## config.mk

```make
export PLATFORM = sky130hd
export DESIGN_NAME = mmu_top
export DESIGN_NICKNAME = d
export VERILOG_FILES = /design/src/design/mmu_pkg.sv /design/src/design/access_check.sv /design/src/design/cp15_regs.sv /design/src/design/table_walker.sv /design/src/design/mmu_top.sv
export SDC_FILE = /design/constraint.sdc
export NUM_CORES = 1
export LEC_CHECK = 0
export BUFFER_PORTS_ARGS = -buffer_cell sky130_fd_sc_hd__buf_2
export CAP_MARGIN = 20
export CORE_UTILIZATION = 52
export CTS_CLUSTER_SIZE = 8
export DETAILED_ROUTE_END_ITERATION = 16
export PLACE_DENSITY = 0.89
export SYNTH_ARGS = -nofsm -noshare
export SYNTH_HDL_FRONTEND = slang
export SYNTH_SLANG_ARGS = --single-unit
```

## constraint.sdc

```tcl
create_clock -name i_clk -period 7.9 [get_ports i_clk]
set_clock_uncertainty 0.05 [all_clocks]
set_input_delay 0.395 -clock i_clk [delete_from_list [all_inputs] [get_ports i_clk]]
set_output_delay 0.395 -clock i_clk [all_outputs]
set_load 0.05 [all_outputs]
```

## src/design/mmu_pkg.sv

```systemverilog
`default_nettype none

package mmu_pkg;

  localparam int ADDR_W   = 32;
  localparam int DOMAIN_W = 4;
  localparam int AP_W     = 2;
  localparam int FSR_W    = 4;

  typedef enum logic [1:0]
  {
    IDLE,
    LEVEL1,
    LEVEL2,
    ACCESS
  } walk_state_t;

  // descriptor type, bits 1:0
  localparam logic [1:0] DESC_FAULT   = 2'b00;
  localparam logic [1:0] DESC_COARSE  = 2'b01;
  localparam logic [1:0] DESC_SECTION = 2'b10;
  localparam logic [1:0] DESC_LARGE   = 2'b01;
  localparam logic [1:0] DESC_SMALL   = 2'b10;

  // fault status codes
  localparam logic [FSR_W-1:0] FS_TRANS_SECT = 4'b0101;
  localparam logic [FSR_W-1:0] FS_TRANS_PAGE = 4'b0111;
  localparam logic [FSR_W-1:0] FS_DOM_SECT   = 4'b1001;
  localparam logic [FSR_W-1:0] FS_DOM_PAGE   = 4'b1011;
  localparam logic [FSR_W-1:0] FS_PERM_SECT  = 4'b1101;
  localparam logic [FSR_W-1:0] FS_PERM_PAGE  = 4'b1111;

  // cp15 register numbers, all at opcode2 0
  localparam logic [3:0] CRN_ID   = 4'd0;
  localparam logic [3:0] CRN_CTRL = 4'd1;
  localparam logic [3:0] CRN_TTB  = 4'd2;
  localparam logic [3:0] CRN_DACR = 4'd3;
  localparam logic [3:0] CRN_FSR  = 4'd5;

  // domain access modes
  localparam logic [1:0] DOM_NONE     = 2'b00;
  localparam logic [1:0] DOM_CLIENT   = 2'b01;
  localparam logic [1:0] DOM_RESERVED = 2'b10;
  localparam logic [1:0] DOM_MANAGER  = 2'b11;

endpackage

`default_nettype wire

```

## src/design/access_check.sv

```systemverilog
`timescale 1ns/1ps
`default_nettype none

module access_check
  import mmu_pkg::*;
(
  input  logic [DOMAIN_W-1:0] i_domain,
  input  logic [ADDR_W-1:0]   i_dacr,
  input  logic [AP_W-1:0]     i_ap,
  input  logic                i_privileged,
  input  logic                i_write,
  output logic                o_allow,
  output logic                o_domain_fault
);

  logic [1:0] dom_mode;
  logic       ap_ok;

  // two bits per domain
  assign dom_mode = i_dacr[{i_domain, 1'b0} +: 2];

  always_comb
  begin
    case (i_ap)
      2'b00: ap_ok = 1'b0;
      2'b01: ap_ok = i_privileged;
      2'b10: ap_ok = i_privileged || !i_write;
      default: ap_ok = 1'b1;
    endcase
  end

  always_comb
  begin
    case (dom_mode)
      DOM_MANAGER:
      begin
        o_allow        = 1'b1;
        o_domain_fault = 1'b0;
      end
      DOM_CLIENT:
      begin
        o_allow        = ap_ok;
        o_domain_fault = 1'b0;
      end
      DOM_NONE, DOM_RESERVED:
      begin
        o_allow        = 1'b0;
        o_domain_fault = 1'b1;
      end
    endcase
  end

endmodule

`default_nettype wire

```

## src/design/cp15_regs.sv

```systemverilog
`timescale 1ns/1ps
`default_nettype none

module cp15_regs
  import mmu_pkg::*;
#(
  parameter logic [ADDR_W-1:0] P_ID_VALUE = 32'h4107_8000
)
(
  input  logic                i_clk,
  input  logic                i_rst,
  input  logic                i_cp_sel,
  input  logic                i_cp_write,
  input  logic [3:0]          i_crn,
  input  logic [2:0]          i_opcode2,
  input  logic [ADDR_W-1:0]   i_cp_wdata,
  output logic [ADDR_W-1:0]   o_cp_rdata,
  input  logic                i_fault,
  input  logic [FSR_W-1:0]    i_fault_code,
  input  logic [DOMAIN_W-1:0] i_fault_domain,
  input  logic                i_fault_write,
  output logic                o_mmu_en,
  output logic [ADDR_W-1:14]  o_ttb,
  output logic [ADDR_W-1:0]   o_dacr
);

  logic                cp_wr;
  logic                ctrl_en_q;
  logic [ADDR_W-1:14]  ttb_q;
  logic [ADDR_W-1:0]   dacr_q;
  logic                fsr_write_q;
  logic [DOMAIN_W-1:0] fsr_domain_q;
  logic [FSR_W-1:0]    fsr_code_q;

  assign cp_wr = i_cp_sel && i_cp_write && (i_opcode2 == 3'd0);

  always_ff @(posedge i_clk or posedge i_rst)
  begin
    if (i_rst)
    begin
      ctrl_en_q <= 1'b0;
      ttb_q     <= '0;
      dacr_q    <= '0;
    end
    else if (cp_wr)
    begin
      case (i_crn)
        CRN_CTRL: ctrl_en_q <= i_cp_wdata[0];
        CRN_TTB:  ttb_q     <= i_cp_wdata[ADDR_W-1:14];
        CRN_DACR: dacr_q    <= i_cp_wdata;
        default:  ;
      endcase
    end
  end

  // a walker fault takes priority over a software write
  always_ff @(posedge i_clk or posedge i_rst)
  begin
    if (i_rst)
    begin
      fsr_write_q  <= 1'b0;
      fsr_domain_q <= '0;
      fsr_code_q   <= '0;
    end
    else if (i_fault)
    begin
      fsr_write_q  <= i_fault_write;
      fsr_domain_q <= i_fault_domain;
      fsr_code_q   <= i_fault_code;
    end
    else if (cp_wr && (i_crn == CRN_FSR))
    begin
      fsr_write_q  <= i_cp_wdata[11];
      fsr_domain_q <= i_cp_wdata[7:4];
      fsr_code_q   <= i_cp_wdata[3:0];
    end
  end

  always_comb
  begin
    o_cp_rdata = '0;
    if (i_cp_sel && (i_opcode2 == 3'd0))
    begin
      case (i_crn)
        CRN_ID:   o_cp_rdata = P_ID_VALUE;
        CRN_CTRL: o_cp_rdata = {{(ADDR_W-1){1'b0}}, ctrl_en_q};
        CRN_TTB:  o_cp_rdata = {ttb_q, 14'b0};
        CRN_DACR: o_cp_rdata = dacr_q;
        CRN_FSR:  o_cp_rdata = {20'b0, fsr_write_q, 3'b0, fsr_domain_q, fsr_code_q};
        default:  o_cp_rdata = '0;
      endcase
    end
  end

  assign o_mmu_en = ctrl_en_q;
  assign o_ttb    = ttb_q;
  assign o_dacr   = dacr_q;

endmodule

`default_nettype wire

```

## src/design/table_walker.sv

```systemverilog
`timescale 1ns/1ps
`default_nettype none

module table_walker
  import mmu_pkg::*;
(
  input  logic                i_clk,
  input  logic                i_rst,
  input  logic                i_req,
  input  logic                i_write,
  input  logic [ADDR_W-1:0]   i_va,
  input  logic [ADDR_W-1:0]   i_wdata,
  output logic [ADDR_W-1:0]   o_rdata,
  output logic                o_ack,
  output logic                o_fault,
  output logic                o_mem_req,
  output logic                o_mem_write,
  output logic [ADDR_W-1:0]   o_mem_addr,
  output logic [ADDR_W-1:0]   o_mem_wdata,
  input  logic [ADDR_W-1:0]   i_mem_rdata,
  input  logic                i_mem_ack,
  input  logic                i_mmu_en,
  input  logic [ADDR_W-1:14]  i_ttb,
  input  logic                i_allow,
  input  logic                i_domain_fault,
  output logic [FSR_W-1:0]    o_fault_code,
  output logic [DOMAIN_W-1:0] o_fault_domain,
  output logic                o_fault_write,
  output logic [DOMAIN_W-1:0] o_domain,
  output logic [AP_W-1:0]     o_ap
);

  walk_state_t         state_q;
  walk_state_t         state_d;
  logic [ADDR_W-1:0]   addr_q;
  logic [ADDR_W-1:0]   addr_d;
  logic [DOMAIN_W-1:0] domain_q;
  logic [1:0]          desc_type;
  logic [ADDR_W-1:0]   l1_addr;
  logic                bypass;
  logic                data_phase;

  assign desc_type  = i_mem_rdata[1:0];
  assign l1_addr    = {i_ttb, i_va[31:20], 2'b00};
  assign bypass     = !i_mmu_en && (state_q == IDLE);
  assign data_phase = bypass || (state_q == ACCESS);

  // level one checks the fetched section, level two the stored domain
  assign o_domain = (state_q == LEVEL1) ? i_mem_rdata[8:5] : domain_q;
  assign o_ap     = (state_q == LEVEL1) ? i_mem_rdata[11:10] : i_mem_rdata[5:4];

  assign o_fault_domain = o_domain;
  assign o_fault_write  = i_write;

  always_comb
  begin
    state_d      = state_q;
    addr_d       = addr_q;
    o_fault      = 1'b0;
    o_fault_code = FS_TRANS_SECT;
    case (state_q)
      IDLE:
      begin
        if (i_mmu_en && i_req)
          state_d = LEVEL1;
      end
      LEVEL1:
      begin
        if (i_mem_ack)
        begin
          case (desc_type)
            DESC_COARSE:
            begin
              state_d = LEVEL2;
              addr_d  = {i_mem_rdata[31:10], i_va[19:12], 2'b00};
            end
            DESC_SECTION:
            begin
              if (i_domain_fault || !i_allow)
              begin
                o_fault      = 1'b1;
                o_fault_code = i_domain_fault ? FS_DOM_SECT : FS_PERM_SECT;
                state_d      = IDLE;
              end
              else
              begin
                state_d = ACCESS;
                addr_d  = {i_mem_rdata[31:20], i_va[19:0]};
              end
            end
            default:
            begin
              // fault or the unused 11 encoding
              o_fault      = 1'b1;
              o_fault_code = FS_TRANS_SECT;
              state_d      = IDLE;
            end
          endcase
        end
      end
      LEVEL2:
      begin
        if (i_mem_ack)
        begin
          if (desc_type == DESC_FAULT)
          begin
            o_fault      = 1'b1;
            o_fault_code = FS_TRANS_PAGE;
            state_d      = IDLE;
          end
          else if (i_domain_fault || !i_allow)
          begin
            o_fault      = 1'b1;
            o_fault_code = i_domain_fault ? FS_DOM_PAGE : FS_PERM_PAGE;
            state_d      = IDLE;
          end
          else
          begin
            state_d = ACCESS;
            case (desc_type)
              DESC_SMALL: addr_d = {i_mem_rdata[31:12], i_va[11:0]};
              // 11 maps as a large page too
              DESC_LARGE, 2'b11: addr_d = {i_mem_rdata[31:16], i_va[15:0]};
              default: addr_d = addr_q;
            endcase
          end
        end
      end
      ACCESS:
      begin
        if (i_mem_ack)
          state_d = IDLE;
      end
    endcase
  end

  always_ff @(posedge i_clk or posedge i_rst)
  begin
    if (i_rst)
      state_q <= IDLE;
    else
      state_q <= state_d;
  end

  always_ff @(posedge i_clk)
  begin
    addr_q <= addr_d;
    if ((state_q == LEVEL1) && i_mem_ack)
      domain_q <= i_mem_rdata[8:5];
  end

  // descriptor fetches are reads, bypass follows the cpu directly
  assign o_mem_req   = bypass ? i_req : (state_q != IDLE);
  assign o_mem_addr  = bypass ? i_va : ((state_q == LEVEL1) ? l1_addr : addr_q);
  assign o_mem_write = data_phase ? i_write : 1'b0;
  assign o_mem_wdata = i_wdata;

  assign o_ack   = data_phase && i_mem_ack;
  assign o_rdata = o_ack ? i_mem_rdata : '0;

endmodule

`default_nettype wire

```

## src/design/mmu_top.sv

```systemverilog
`timescale 1ns/1ps
`default_nettype none

module mmu_top
  import mmu_pkg::*;
#(
  parameter logic [ADDR_W-1:0] P_ID_VALUE = 32'h4107_8000
)
(
  input  logic              i_clk,
  input  logic              i_rst,
  input  logic              i_req,
  input  logic              i_write,
  input  logic              i_privileged,
  input  logic [ADDR_W-1:0] i_va,
  input  logic [ADDR_W-1:0] i_wdata,
  output logic [ADDR_W-1:0] o_rdata,
  output logic              o_ack,
  output logic              o_fault,
  output logic              o_mem_req,
  output logic              o_mem_write,
  output logic [ADDR_W-1:0] o_mem_addr,
  output logic [ADDR_W-1:0] o_mem_wdata,
  input  logic [ADDR_W-1:0] i_mem_rdata,
  input  logic              i_mem_ack,
  input  logic              i_cp_sel,
  input  logic              i_cp_write,
  input  logic [3:0]        i_crn,
  input  logic [2:0]        i_opcode2,
  input  logic [ADDR_W-1:0] i_cp_wdata,
  output logic [ADDR_W-1:0] o_cp_rdata
);

  logic                mmu_en;
  logic [ADDR_W-1:14]  ttb;
  logic [ADDR_W-1:0]   dacr;
  logic [FSR_W-1:0]    fault_code;
  logic [DOMAIN_W-1:0] fault_domain;
  logic                fault_write;
  logic [DOMAIN_W-1:0] chk_domain;
  logic [AP_W-1:0]     chk_ap;
  logic                allow;
  logic                domain_fault;

  cp15_regs #(
    .P_ID_VALUE (P_ID_VALUE)
  ) u_cp15_regs (
    .i_clk          (i_clk),
    .i_rst          (i_rst),
    .i_cp_sel       (i_cp_sel),
    .i_cp_write     (i_cp_write),
    .i_crn          (i_crn),
    .i_opcode2      (i_opcode2),
    .i_cp_wdata     (i_cp_wdata),
    .o_cp_rdata     (o_cp_rdata),
    .i_fault        (o_fault),
    .i_fault_code   (fault_code),
    .i_fault_domain (fault_domain),
    .i_fault_write  (fault_write),
    .o_mmu_en       (mmu_en),
    .o_ttb          (ttb),
    .o_dacr         (dacr)
  );

  table_walker u_table_walker (
    .i_clk          (i_clk),
    .i_rst          (i_rst),
    .i_req          (i_req),
    .i_write        (i_write),
    .i_va           (i_va),
    .i_wdata        (i_wdata),
    .o_rdata        (o_rdata),
    .o_ack          (o_ack),
    .o_fault        (o_fault),
    .o_mem_req      (o_mem_req),
    .o_mem_write    (o_mem_write),
    .o_mem_addr     (o_mem_addr),
    .o_mem_wdata    (o_mem_wdata),
    .i_mem_rdata    (i_mem_rdata),
    .i_mem_ack      (i_mem_ack),
    .i_mmu_en       (mmu_en),
    .i_ttb          (ttb),
    .i_allow        (allow),
    .i_domain_fault (domain_fault),
    .o_fault_code   (fault_code),
    .o_fault_domain (fault_domain),
    .o_fault_write  (fault_write),
    .o_domain       (chk_domain),
    .o_ap           (chk_ap)
  );

  access_check u_access_check (
    .i_domain       (chk_domain),
    .i_dacr         (dacr),
    .i_ap           (chk_ap),
    .i_privileged   (i_privileged),
    .i_write        (i_write),
    .o_allow        (allow),
    .o_domain_fault (domain_fault)
  );

endmodule

`default_nettype wire

```

==> reports/metrics.csv <==
metric;value;unit
HP Class;in -> reg;
Final period util;56.8;%
ranking of synthesized cells by area;dfrtp_1, edfxtp_1, mux2_2;
Antenna diodes;0;
post-route insts no fill;895;
post-synth cell types;44;
GR Overflow Total;0;
starting density of the core;53.2;%
Switch Pwr;1.47;mW
Total GRT Usage;31.1;%
min Tclk post-route;4.49;ns
Port Buffers;210;
pwr dens;390;mW/mm^2
RSZ-0062 raised after global routing;no;
FILL cells;934;
Setup Viol. Count Final;0;
placed wire-length estimate;14.4;mm
Final nets;899;
Crit Path Category;reg -> reg;
area occupied by multi-input gates;0.00304;mm^2
worst setup margin;3.41;ns
Initial DRC Count;410;
Clock Power Share;14.1;%
wire per inst;21.2;um
Final Hold Viols;0;
first-pass GRT wire length;27.4;mm
CTS tree;yes;
internal power;1.37;mW
fraction of layout cells with a size suffix above 1;42.0;%
I/O pin cnt;275;
WP depth;10;
site row count;39;
crit path max-delay cell type;a21oi_4;
Synth Flop Type;dfrtp_1;
initial antenna violation count;0;
Vias/cell;5.89;
core area;0.0114;mm^2
post-synth top area cell;dfrtp_1;
Synthesized Nets;734;
total number of vias;5269;
die width;110;um
synthesized area per cell;10.4;um^2
Seq cells post-synth;98;
Least-Margin Pin Slew;1.09;ns
Seq pwr share;26.7;%
placed cell count;878;
Worst Setup End Kind;register;
synthesized instance count;582;
cts repair resizes;0;
Worst path max stage delay;0.89;ns
clk slew on worst S/H paths;0.06;ns
DP Worst Slack;3.49;ns
CP delay by family, top;compound AO/OA/AOI/OAI gates;
hold depth;1;
Die ar.;0.0121;mm^2
area grow syn2layout;20.2;%
leakage power;3.53;nW
f_max;0.223;GHz
Yosys top cell area share;25.6;%
CTS Buffer Depth;2;
CTS Buf Count;9;
hold_buf cts;0;
Sw Ratio;51.7;%
CTS root buffer;clkbuf_16;
Synth async-reset ratio;63.3;%
max cap viols;0;
largest net degree at the start of global routing;66;
EDFF count, synth;36;
post-route ant nets;0;
fin. max-slew vios;0;
register area;0.00263;mm^2
Crit path arrival time;4.40;ns
synth warn;0;
startpoint types;register;
final wirelength;19.0;mm
fin util;63.9;%
status;finished, final reports clean;
vias in the first global route;5062;
register area share after synthesis;43.4;%
H-tree levels;3;
Mapped Area;0.00607;mm^2
Fin Hold WS;0.186;ns
drt drc;0;
crit path cell chain;inv_1, ha_2, buf_4, nor2b_1, a32o_1, a222oi_1, nand3_1, a21boi_1, o311ai_0, a21oi_4;
FF-to-FF path depth;10;
# Post-CTS Setup Buffers;0;
Worst slew margin;27.2;%
gp weighted congestion;0.964;
Combinational Power Share;59.1;%
Critical Path RT;7.81;ns
clk_lat worst skew;0.34;ns
drt pass-1 iters;6;
Sink Count;98;
Synth top cells by count;mux2_2, dfrtp_1, nand2_1;
top-count cell post-synth;mux2_2;
crit path buf inv count;2;
Setup Total Neg Slack;0;ns
Die Ht;110;um
Peak VDD IR;0.365;mV
critical-path maximum fanout;46;
==> worst paths after layout <==
path | from | endpoint | slack, ns
setup / recovery | u_table_walker.state_q[1] | u_table_walker.addr_q[4] | 3.41
hold / removal | i_mem_rdata[30] | u_table_walker.addr_q[30] | 0.19
setup reg to reg | u_table_walker.state_q[1] | u_table_walker.addr_q[4] | 3.41
hold reg to reg | u_cp15_regs.o_dacr[1] | u_cp15_regs.o_dacr[1] | 0.49
max in group asynchronous | i_rst | u_cp15_regs.o_dacr[26] | 7.06
min in group asynchronous | i_rst | u_cp15_regs.o_dacr[7] | 0.22
==> metrics by stage <==
stage / area (um^2) / power [mW]
2_1_floorplan: 6070 / 2.09
3_3_place_gp: 7010 / 2.38
3_5_place_dp: 7010 / 2.42
4_1_cts: 7280 / 2.82
5_1_grt: 7300 / 2.96
6_report: 7300 / 2.84
==> state kept, by name, indices dropped and copies added, names as in the netlist <==
| name | count |
|---|---|
| u_cp15_regs.o_dacr | 32 |
| u_table_walker.addr_q | 32 |
| u_cp15_regs.o_ttb | 18 |
| u_cp15_regs.fsr_code_q | 4 |
| u_cp15_regs.fsr_domain_q | 4 |
| u_table_walker.domain_q | 4 |
| u_table_walker.state_q | 2 |
| u_cp15_regs.fsr_write_q | 1 |
| u_cp15_regs.o_mmu_en | 1 |
==> layout make-up <==
type	count	share of cell area (%)
multi-input combinational	405	41.7
clock buffer	11	3.19
timing repair buffer	218	15.4
tap	143	2.45
inverter	15	0.772
sequential	98	36.1
clock inverter	5	0.412
==> power by group through the flow <==
| stage | registers, mW | logic, mW | clock network, mW |
|---|---|---|---|
| CTS | 0.759 | 1.66 | 0.403 |
| finish | 0.760 | 1.68 | 0.402 |
| floorplan | 0.752 | 1.34 | 0 |
| detailed placement | 0.767 | 1.65 | 0 |
| global placement | 0.761 | 1.62 | 0 |
| global route | 0.770 | 1.76 | 0.425 |
==> layout by cell type (no fill, tap or decap), types with 5 or more instances in the layout <==
cell type,netlist,layout
clkbuf_16,0,9
nor2_1,36,35
a22oi_1,23,23
mux2i_1,57,57
inv_1,15,14
dfrtp_1,62,62
ha_1,9,8
a21oi_1,22,21
buf_4,33,7
edfxtp_1,36,36
o21ai_0,36,35
nand2b_1,5,5
nor2b_1,6,5
and3_1,7,7
nand2_1,59,59
and2_1,33,33
mux2_2,70,70
buf_2,0,210
nor3_1,6,6
==> metal layers <==
metal	share of wire, %	GRT usage, %	vias up	wire [um]
li1	-	-	2374	-
met1	37	36.9	2497	6970
met2	50	53.3	313	9400
met3	8.2	5.64	85	1560
met4	5.4	17.3	0	1020
met5	0	0	-	0
==> cell families after synthesis <==
| group | Yosys count | synth area share, % |
|---|---|---|
| AND/OR/NAND/NOR | 165 | 13.3 |
| AO/OA/AOI/OAI | 99 | 10.5 |
| adder cells (fa/ha/maj) | 9 | 1.86 |
| buffers and inverters | 79 | 7.05 |
| multiplexers | 132 | 24.0 |
| flip-flops | 98 | 43.4 |
Note: power is estimated with default switching activity, not from simulation.
